$ cat config.mk
export PLATFORM = sky130hd
export DESIGN_NAME = dpExecute
export DESIGN_NICKNAME = d
export VERILOG_FILES = /design/src/design/condPkg.sv /design/src/design/aluPkg.sv /design/src/design/dpExecute.sv /design/src/design/flagCommit.sv /design/src/design/condCheck.sv /design/src/design/alu.sv
export SDC_FILE = /design/constraint.sdc
export NUM_CORES = 1
export LEC_CHECK = 0
export BUFFER_PORTS_ARGS = -buffer_cell sky130_fd_sc_hd__buf_2
export CAP_MARGIN = 25
export CORE_ASPECT_RATIO = 0.5
export CORE_MARGIN = 5
export CORE_UTILIZATION = 36
export CTS_CLUSTER_DIAMETER = 120
export DETAILED_ROUTE_END_ITERATION = 8
export SLEW_MARGIN = 20
export SYNTH_ARGS = -nofsm -noshare
export SYNTH_HDL_FRONTEND = slang
export SYNTH_SLANG_ARGS = --single-unit
$ cat constraint.sdc
create_clock -name clk -period 5.6 [get_ports clk]
set_clock_uncertainty 0.1 [all_clocks]
set_input_delay 1.12 -clock clk [delete_from_list [all_inputs] [get_ports clk]]
set_output_delay 1.12 -clock clk [all_outputs]
set_load 0.01 [all_outputs]
$ cat src/design/condPkg.sv
package condPkg;

    // N Z C V from the msb down.
    typedef logic [3:0] nzcvFlags;

    localparam int flagN = 3;
    localparam int flagZ = 2;
    localparam int flagC = 1;
    localparam int flagV = 0;

    // ~~~~~~~~~~~~~~~~~~~~~~~~~~~~~~~~~~~~~~~~~~~~~~~~~
    // ARM condition field.
    // ~~~~~~~~~~~~~~~~~~~~~~~~~~~~~~~~~~~~~~~~~~~~~~~~~
    typedef enum logic [3:0] {
        EQ = 4'd0,
        NE = 4'd1,
        CS = 4'd2,
        CC = 4'd3,
        MI = 4'd4,
        PL = 4'd5,
        VS = 4'd6,
        VC = 4'd7,
        HI = 4'd8,
        LS = 4'd9,
        GE = 4'd10,
        LT = 4'd11,
        GT = 4'd12,
        LE = 4'd13,
        AL = 4'd14,
        NV = 4'd15   // never.
    } condCode;

    // handshake states of the commit unit.
    typedef enum logic [1:0] {
        IDLE = 2'd0,
        BUSY = 2'd1,  // just captured, ack high.
        DONE = 2'd2   // waiting for req low.
    } commitState;

endpackage

$ cat src/design/aluPkg.sv
package aluPkg;

    // ~~~~~~~~~~~~~~~~~~~~~~~~~~~~~~~~~~~~~~~~~~~~~~~~~
    // widths fixed by the instruction set.
    // ~~~~~~~~~~~~~~~~~~~~~~~~~~~~~~~~~~~~~~~~~~~~~~~~~
    localparam int dataWidth = 32;
    localparam int opWidth = 4;

    typedef logic [dataWidth-1:0] dataWord;  // operand and result word.

    // ARM data-processing opcode field.
    typedef enum logic [opWidth-1:0] {
        AND = 4'd0,
        EOR = 4'd1,
        SUB = 4'd2,
        RSB = 4'd3,
        ADD = 4'd4,
        ADC = 4'd5,
        SBC = 4'd6,
        RSC = 4'd7,
        TST = 4'd8,   // AND, flags only.
        TEQ = 4'd9,   // EOR, flags only.
        CMP = 4'd10,  // SUB, flags only.
        CMN = 4'd11,  // ADD, flags only.
        ORR = 4'd12,
        MOV = 4'd13,
        BIC = 4'd14,
        MVN = 4'd15
    } aluOp;

    // ~~~~~~~~~~~~~~~~~~~~~~~~~~~~~~~~~~~~~~~~~~~~~~~~~
    // opcode classes, one bit per opcode value.
    // ~~~~~~~~~~~~~~~~~~~~~~~~~~~~~~~~~~~~~~~~~~~~~~~~~
    // logical: AND EOR TST TEQ ORR MOV BIC MVN.
    localparam logic [2**opWidth-1:0] logicOpMask = 16'hF303;
    // test opcodes: TST TEQ CMP CMN, no register write.
    localparam logic [2**opWidth-1:0] compareOpMask = 16'h0F00;

endpackage
$ cat src/design/dpExecute.sv
`timescale 1ns/1ps

module dpExecute (
    input  logic              clk,
    input  logic              arstN,
    input  logic              req,
    input  aluPkg::aluOp      opcode,
    input  condPkg::condCode  cond,
    input  logic              setFlags,
    input  aluPkg::dataWord   srcA,
    input  aluPkg::dataWord   srcB,
    output logic              ack,
    output aluPkg::dataWord   result,
    output logic              writeEn,
    output condPkg::nzcvFlags flags
);
    import aluPkg::*;
    import condPkg::*;

    dataWord  aluResult;
    nzcvFlags aluFlags;
    nzcvFlags storedFlags;
    logic     logicOp;
    logic     compareOp;
    logic     condPass;

    assign flags = storedFlags;

    // ALU and condition check run side by side.
    alu i_alu (
        .srcA      (srcA),
        .srcB      (srcB),
        .carryIn   (storedFlags[flagC]),   // stored C feeds ADC, SBC, RSC.
        .opcode    (opcode),
        .result    (aluResult),
        .nzcv      (aluFlags),
        .logicOp   (logicOp),
        .compareOp (compareOp)
    );

    condCheck i_condCheck (
        .cond     (cond),
        .flags    (storedFlags),
        .condPass (condPass)
    );

    flagCommit i_flagCommit (
        .clk         (clk),
        .arstN       (arstN),
        .req         (req),
        .ack         (ack),
        .condPass    (condPass),
        .logicOp     (logicOp),
        .compareOp   (compareOp),
        .setFlags    (setFlags),
        .aluResult   (aluResult),
        .aluFlags    (aluFlags),
        .result      (result),
        .writeEn     (writeEn),
        .storedFlags (storedFlags)
    );

endmodule

$ cat src/design/flagCommit.sv
`timescale 1ns/1ps

module flagCommit (
    input  logic              clk,
    input  logic              arstN,
    input  logic              req,
    output logic              ack,
    input  logic              condPass,
    input  logic              logicOp,
    input  logic              compareOp,
    input  logic              setFlags,
    input  aluPkg::dataWord   aluResult,
    input  condPkg::nzcvFlags aluFlags,
    output aluPkg::dataWord   result,
    output logic              writeEn,
    output condPkg::nzcvFlags storedFlags
);
    import condPkg::*;

    commitState state;
    commitState stateNext;
    logic       capture;       // the capture edge is coming.
    logic       flagsUpdate;
    nzcvFlags   flagsNext;

    // ~~~~~~~~~~~~~~~~~~~~~~~~~~~~~~~~~~~~~~~~~~~~~~~~~
    // four-phase handshake.
    // ~~~~~~~~~~~~~~~~~~~~~~~~~~~~~~~~~~~~~~~~~~~~~~~~~
    assign capture = (state == IDLE) && req;
    assign ack = (state != IDLE);

    always_comb begin
        stateNext = state;
        case (state)
            IDLE: if (req) stateNext = BUSY;
            BUSY: stateNext = req ? DONE : IDLE;
            DONE: if (!req) stateNext = IDLE;   // hold while req stays high.
            default: stateNext = IDLE;
        endcase
    end

    always_ff @(posedge clk or negedge arstN) begin
        if (!arstN) begin
            state <= IDLE;
        end else begin
            state <= stateNext;
        end
    end

    // ~~~~~~~~~~~~~~~~~~~~~~~~~~~~~~~~~~~~~~~~~~~~~~~~~
    // commit rule.
    // ~~~~~~~~~~~~~~~~~~~~~~~~~~~~~~~~~~~~~~~~~~~~~~~~~
    assign flagsUpdate = capture && condPass && (setFlags || compareOp);

    // logical opcodes have no shifter carry, so C and V stay.
    always_comb begin
        flagsNext = storedFlags;
        if (logicOp) begin
            flagsNext[flagN] = aluFlags[flagN];
            flagsNext[flagZ] = aluFlags[flagZ];
        end else begin
            flagsNext = aluFlags;
        end
    end

    always_ff @(posedge clk or negedge arstN) begin
        if (!arstN) begin
            result <= '0;
            writeEn <= 1'b0;
            storedFlags <= '0;
        end else begin
            if (capture) begin
                result <= aluResult;
                writeEn <= condPass && !compareOp;   // test opcodes never write.
            end
            if (flagsUpdate) begin
                storedFlags <= flagsNext;
            end
        end
    end

endmodule

$ cat src/design/condCheck.sv
`timescale 1ns/1ps

module condCheck (
    input  condPkg::condCode  cond,
    input  condPkg::nzcvFlags flags,
    output logic              condPass
);
    import condPkg::*;

    logic n;
    logic z;
    logic c;
    logic v;

    assign n = flags[flagN];
    assign z = flags[flagZ];
    assign c = flags[flagC];
    assign v = flags[flagV];

    // ~~~~~~~~~~~~~~~~~~~~~~~~~~~~~~~~~~~~~~~~~~~~~~~~~
    // ARM condition table.
    // ~~~~~~~~~~~~~~~~~~~~~~~~~~~~~~~~~~~~~~~~~~~~~~~~~
    always_comb begin
        condPass = 1'b0;
        case (cond)
            EQ: condPass = z;
            NE: condPass = !z;
            CS: condPass = c;           // unsigned higher or same.
            CC: condPass = !c;
            MI: condPass = n;
            PL: condPass = !n;
            VS: condPass = v;
            VC: condPass = !v;
            HI: condPass = c && !z;     // unsigned higher.
            LS: condPass = !c || z;
            // signed compares from N equal to V.
            GE: condPass = (n == v);
            LT: condPass = (n != v);
            GT: condPass = !z && (n == v);
            LE: condPass = z || (n != v);
            AL: condPass = 1'b1;
            NV: condPass = 1'b0;        // never runs.
            default: condPass = 1'b0;
        endcase
    end

endmodule

$ cat src/design/alu.sv
`timescale 1ns/1ps

module alu (
    input  aluPkg::dataWord   srcA,
    input  aluPkg::dataWord   srcB,
    input  logic              carryIn,
    input  aluPkg::aluOp      opcode,
    output aluPkg::dataWord   result,
    output condPkg::nzcvFlags nzcv,
    output logic              logicOp,
    output logic              compareOp
);
    import aluPkg::*;
    import condPkg::*;

    dataWord            addA;
    dataWord            addB;
    logic               addCin;
    logic [dataWidth:0] addSum;       // carry out in the top bit.
    dataWord            logicResult;

    assign logicOp = logicOpMask[opcode];
    assign compareOp = compareOpMask[opcode];

    // ~~~~~~~~~~~~~~~~~~~~~~~~~~~~~~~~~~~~~~~~~~~~~~~~~
    // adder operand and carry selection.
    // ~~~~~~~~~~~~~~~~~~~~~~~~~~~~~~~~~~~~~~~~~~~~~~~~~
    // subtraction is a + ~b + 1, with the stored carry
    // standing in for the 1 on SBC and RSC.
    always_comb begin
        addA = srcA;
        addB = srcB;
        addCin = 1'b0;
        case (opcode)
            SUB, CMP: begin
                addB = ~srcB;
                addCin = 1'b1;
            end
            RSB: begin
                addA = srcB;   // reversed operands.
                addB = ~srcA;
                addCin = 1'b1;
            end
            ADC: begin
                addCin = carryIn;
            end
            SBC: begin
                addB = ~srcB;
                addCin = carryIn;
            end
            RSC: begin
                addA = srcB;
                addB = ~srcA;
                addCin = carryIn;
            end
            default: begin
                addCin = 1'b0;   // ADD, CMN and logical.
            end
        endcase
    end

    assign addSum = {1'b0, addA} + {1'b0, addB} + {{dataWidth{1'b0}}, addCin};

    // ~~~~~~~~~~~~~~~~~~~~~~~~~~~~~~~~~~~~~~~~~~~~~~~~~
    // logic path.
    // ~~~~~~~~~~~~~~~~~~~~~~~~~~~~~~~~~~~~~~~~~~~~~~~~~
    always_comb begin
        case (opcode)
            AND, TST: logicResult = srcA & srcB;
            EOR, TEQ: logicResult = srcA ^ srcB;
            ORR:      logicResult = srcA | srcB;
            MOV:      logicResult = srcB;
            BIC:      logicResult = srcA & ~srcB;
            MVN:      logicResult = ~srcB;
            default:  logicResult = '0;   // arithmetic, unused.
        endcase
    end

    assign result = logicOp ? logicResult : addSum[dataWidth-1:0];

    // candidate flags. C and V are only meaningful for arithmetic.
    always_comb begin
        nzcv = '0;
        nzcv[flagN] = result[dataWidth-1];
        nzcv[flagZ] = (result == '0);
        nzcv[flagC] = addSum[dataWidth];
        // same input signs, different sum sign.
        nzcv[flagV] = (addA[dataWidth-1] == addB[dataWidth-1])
                    && (addSum[dataWidth-1] != addA[dataWidth-1]);
    end

endmodule

=== Word-level counts from Yosys, hierarchy flattened ===
Memories as Yosys holds them, arrays and structs flattened.
Index checks and enable logic that the tools add are counted.

* Flip-flop bits (word level): 39
* Latch bits: 0
* Bits in writable memories: 0
* Memory bits (read-only): 32
* Bits of input ports: 76
* Output and inout port bits: 38
* Logic and storage cells: 93
* Memories kept: 2

* $add $sub $neg: 2
* Multiply operators: 0
* Div/mod/pow operators: 0
* Magnitude comparators: 1
* Equality and inequality tests: 36
* Shift-type cells: 0
* Muxes and demuxes: 12
* Bitwise logic cells: 7
* Reduce and logical (&&, ||, !) cells: 28

{| class="wikitable"
|+ Memories
! memory !! words !! width !! read ports !! clocked after memory_dff !! write ports !! RTL line !! RTL
|-
| (no name shown) || 16 || 1 || 1 || 0 || 0 || alu.sv:22 || <nowiki>assign logicOp = logicOpMask[opcode];</nowiki>
|-
| (no name shown) || 16 || 1 || 1 || 0 || 0 || alu.sv:23 || <nowiki>assign compareOp = compareOpMask[opcode];</nowiki>
|}

{| class="wikitable"
|+ Operators with widths
! kind !! number
|-
| $pmux 32 s6 || 1
|-
| $and 32x32->32 || 2
|-
| $mux 32 || 2
|-
| $not 32->32 || 2
|-
| $pmux 32 s2 || 1
|-
| $eq 4x4->1 const B || 15
|-
| $add 32x32->33 || 1
|-
| $add 33x1->33 || 1
|-
| $logic_not 32->1 || 1
|-
| $or 32x32->32 || 1
|-
| $xor 32x32->32 || 1
|-
| $eq 4x3->1 const B || 7
|-
| $eq 4x2->1 const B || 4
|-
| $pmux 1 s16 || 1
|-
| $reduce_or 3->1 || 3
|-
| $eq 4x1->1 const B || 2
|-
| $logic_not 4->1 || 2
|-
| $logic_and 1x1->1 || 7
|-
| $mux 2 || 3
|-
| $pmux 2 s3 || 1
|-
| $reduce_or 2->1 || 3
|-
| $logic_not 1->1 || 5
|-
| $lt 4x5->1 const B || 1
|-
| $ne 2x2->1 const B || 2
|-
| 11 further kinds || 17
|}

=== Logic depth before layout (Yosys ltp) ===
* Word-level depth: 7
* Depth in mapped cells: 22
* Mapped depth without buffers: 18

=== By module ===
A second synthesis with hierarchy kept.

* Cell total of the unflattened synthesis: 1060
* Area, all modules: 7126.8 µm²

{| class="wikitable"
|+ By module, submodules not included
! module !! instances !! cells each !! area each (µm²) !! seq. area each (µm²)
|-
| alu || 1 || 880 || 5471.5 || 0.0
|-
| flagCommit || 1 || 157 || 1500.2 || 975.9
|-
| condCheck || 1 || 23 || 155.1 || 0.0
|}

=== Worst setup path after synthesis ===
No wires, ideal clock.

* Kind: input-to-reg
* From: in opcode[0]
* To: reg i_flagCommit.storedFlags[2]
* Setup time: 0.067 ns
* Arrival time: 5.738 ns
* Required time: 5.433 ns
* Setup slack: -0.305 ns
* Stages on the path: 20
* Path buffers: 5
* Cells stage by stage: buf_2 -> buf_2 -> buf_1 -> buf_1 -> o31ai_1 -> clkbuf_1 -> nor2_1 -> a211oi_1 -> fa_1 -> inv_1 -> fa_1 -> a21o_1 -> a221o_1 -> a221oi_4 -> o41ai_1 -> a211oi_2 -> nand2_1 -> or4_1 -> nor4_1 -> a41o_1

* Word-level cells in the longest chain between the ends: 7
* Elaborated cells on any way between the ends: 34
* Classes of those cells: add/sub: 2; eq/ne: 13; mux: 7; reduce/logical: 10; memory: 2

{| class="wikitable"
|+ RTL lines
! what !! RTL line !! RTL
|-
| start, declared || dpExecute.sv:7 || <nowiki>input aluPkg::aluOp opcode,</nowiki>
|-
| $eq 4x2->1 (tied with other cells) || alu.sv:34 || <nowiki>case (opcode)</nowiki>
|-
| $reduce_or 3->1 (no line) or $reduce_or 2->1 (tied branches) || n/a ||
|-
| $pmux 32 s2 or $mux 32 (tied branches) || alu.sv:34 ||
|-
| $add 32x32->33 || alu.sv:62 || <nowiki>assign addSum = {1'b0, addA} + {1'b0, addB} + {{dataWidth{1'b0}}, addCin};</nowiki>
|-
| $add 33x1->33 || alu.sv:62 ||
|-
| $mux 32 || alu.sv:79 || <nowiki>assign result = logicOp ? logicResult : addSum[dataWidth-1:0];</nowiki>
|-
| $logic_not 32->1 || alu.sv:85 || <nowiki>nzcv[flagZ] = (result == '0);</nowiki>
|-
| end signal, assigned || flagCommit.sv:77 || <nowiki>storedFlags <= flagsNext;</nowiki>
|-
| end, declared || flagCommit.sv:16 || <nowiki>output condPkg::nzcvFlags storedFlags</nowiki>
|}

Parallel ways exist; a longest one is shown, timed or not. The select of a mux whose other input is x is not followed.
A chain may end at the register's enable or synchronous reset.

=== Worst setup path in the final report ===
Ends and elaborated chain as after synthesis.

==> results.ini <==
[sta]
min_period_over_period=0.945
hold_violations=0
rsz0062_at_grt=no
relSlewSlack=0.437
worstMarginPinSlew_ns=0.841
maxSlewViolCount=0
fmax_mhz=189
layout_min_cycle_time_ns=5.29
finalSetupViolCount=0
fin_tns_setup_ns=0

[pwr]
power.share.clock=0.179
power.share.combinational=0.595
pwr-share-seq=0.225
intPower_w=0.00117
power.switching_w=0.000899
p_leak_nw=3.96
p_sw_frac=0.435
irDropWorstVdd_mv=0.169
power_density_nw_per_um2=246

[clock_network]
hold_buffers=0
cts_tree=yes
post_cts.repair.setup_buffers=0
htreeDepth=2
cts_root_buf=clkbuf_16
post_cts_resized=0
path_clk_slew_ns=0.06
cts_buffer_depth=2
worst_skew_pair.late_latency_ns=0.29
cts_made_buffers=5
cts_num_sinks=39

[synth]
synth_cell_types=73
yosys.area.top_type=dfrtp_1
synth_ff_type=dfrtp_1
ys_warn_count=0
async_flop_share=1.00
netlist_top_cells_area=dfrtp_1 (14%), o21ai_0 (11%), ha_1 (11%)
synth.avg_cell_area_um2=6.63
syn_nets=1191
yosysTopAreaCellShare=0.140
netlist_instances=1050
seq_area_frac_synth=0.140
ys_seq_elements=39
netlist_area_um2=6960
synth_edf_count=0

[finish]
mostFrequentLayoutCells=nand2_1 (164), o21ai_0 (159), buf_2 (113), inv_1 (79), buf_4 (77)
drive_gt1_frac=0.193
seq_area_um2=976
mostFrequentLayoutCell=nand2_1
multi_input_area_um2=5430
diodes=0
final_nets=1315
post-route-util=0.449
fill_cells=1964
area_growth_pct=20.7

[critical_path]
rr_startpoint=i_flagCommit.storedFlags[1]
endpoint=i_flagCommit.storedFlags[2]
path_buf_inv=4
worstSetupPathType=primary input to flip-flop
slowest_stage=or3_2
cp-end-kind=flip-flop
cp_data_arrival_time_ns=5.42
reg2reg_depth=18
r2r_end=i_flagCommit.storedFlags[2]
startpoint=opcode[0]
cp_slowest_stage_delay_ns=0.53
ff2ff_setup_slack_ns=1.03
path_cells=buf_2 > inv_1 > or3_2 > o31ai_4 > nor2_1 > a211oi_2 > fa_2 > inv_1 > fa_1 > a21o_1 > a221oi_1 > buf_4 > xnor2_1 > a221o_1 > a211oi_1 > nand4_1 > nor4_2 > nand4_1 > nor4_1 > a41o_1
cp-start-kind=primary input
path_max_fanout=5
required_ns=5.73
cp_top_family=simple AND/OR/NAND/NOR gates
crit_cells=20

[routing]
drtAntennaViolNets=0
drtIter0Drc=693
highest_layer=met4
wl_um=25800
dr_wl_met3_um=1300
drt-vias-per-instance=5.70
wl_per_cell_um=18.0
wl_met1_um=12000
drc_errors=0
wl_met2_um=12000
vias=8169
first_pass_iters=5

[global_route]
grt_max_degree=57
overflow=0
antenna_found_initial=0
grt_pass1_wl_um=40200
grt_util_all_layers=0.224
grt_pass1_vias=7673

[hold_path]
holdPathStages=2
hold_path.class=flip-flop to flip-flop
min_from=i_flagCommit.result[19]

[die]
core_area_um2=18700
initial_utilization=0.372
die_w_um=207
fp.dieH_um=108
rows=35
boundaryPins=114
die-area_um2=22400

[placed_design]
gp_congestion=0.976
port_buffers=113
dpl.hpwl_um=20600

[run_status]
outcome=completed

[run]
max_cap_viol_count=0

==> state kept, by name (all words and copies together) (netlist names) <==
name                      cells
i_flagCommit.state            2
i_flagCommit.storedFlags      4
i_flagCommit.result          32
i_flagCommit.writeEn          1
==> power groups by stage <==
| stage | Combinational, W | Clock [W] | Sequential (W) |
|---|---|---|---|
| 3_5_place_dp | 0.00122 | 0 | 0.000471 |
| 2_1_floorplan | 0.000691 | 0 | 0.000507 |
| 5_1_grt | 0.00136 | 0.000396 | 0.000483 |
| 4_1_cts | 0.00123 | 0.000377 | 0.000467 |
| 6_report | 0.00123 | 0.000371 | 0.000466 |
| 3_3_place_gp | 0.00120 | 0 | 0.000467 |
==> metrics by stage <==
step                      hold WS, ns  instances  total power, W  area, µm²  setup WS (ns)
final                           0.369       1434         0.00207       8400          0.306
after global routing            0.393       1434         0.00224       8400        0.00645
after CTS                       0.374       1433         0.00207       8370          0.214
after detailed placement        0.357       1425         0.00169       8180        -0.0919
after global placement          0.349       1425         0.00167       8180        -0.0656
after floorplan                 0.407       1050         0.00120       7000        0.00556
==> synth_stat cells (8+ instances only) <==
cell,number
a211oi_1,13
buf_2,15
a21o_1,11
mux2i_1,13
xor2_1,27
dfrtp_1,39
o22ai_1,10
nand4_1,21
ha_1,63
inv_1,79
a31oi_1,12
o31ai_1,8
nor3_1,19
xnor2_1,22
o21ai_0,159
nor2b_1,12
a21oi_1,72
nor2_1,69
clkbuf_1,52
nand2_1,164
nand3_1,15
==> per-layer routing <==
layer | track usage | vias up
li1 | - | 4023
met1 | 0.308 | 3896
met2 | 0.372 | 217
met3 | 0.0336 | 33
met4 | 0.0536 | 0
met5 | 0 | -
==> worst register-to-register path: cells and delay by family, from the launching register on <==
| kind | cells | cell delay, ns |
|---|---|---|
| AO/OA/AOI/OAI | 6 | 1.51 |
| AND/OR/NAND/NOR | 7 | 1.37 |
| adder cells (fa/ha/maj) | 2 | 0.69 |
| flip-flops | 1 | 0.54 |
| buffers and inverters | 2 | 0.25 |
| XOR/XNOR | 1 | 0.06 |
==> final cells by class <==
class	count	share of cell area
repair buffers	192	0.141
clock inverters	2	0.00715
inverters	79	0.0353
flip-flops and latches	39	0.116
multi-input cells	857	0.646
well taps	259	0.0386
clock buffers	6	0.0153
==> cell families (layout without fill, tap and decap cells) <==
| logic type | Yosys count | after routing | synth area share |
|---|---|---|---|
| and+or+nand+nor | 347 | 347 | 0.226 |
| adders and majority gates | 65 | 65 | 0.119 |
| AOI/OAI and AO/OA | 379 | 379 | 0.342 |
| buffers and inverters | 154 | 279 | 0.0863 |
| muxes | 17 | 17 | 0.0252 |
| xor gates and xnor gates | 49 | 49 | 0.0617 |
| DFF | 39 | 39 | 0.140 |
==> worst min path at each step <==
stage | slack, ns | end
final | 0.37 | i_flagCommit.result[19]
after global routing | 0.39 | i_flagCommit.result[6]
after CTS | 0.37 | i_flagCommit.result[19]
after detailed placement | 0.36 | i_flagCommit.result[23]
after global placement | 0.35 | i_flagCommit.result[23]
after floorplan | 0.41 | i_flagCommit.result[23]
Power figures use the tool's default switching activity.
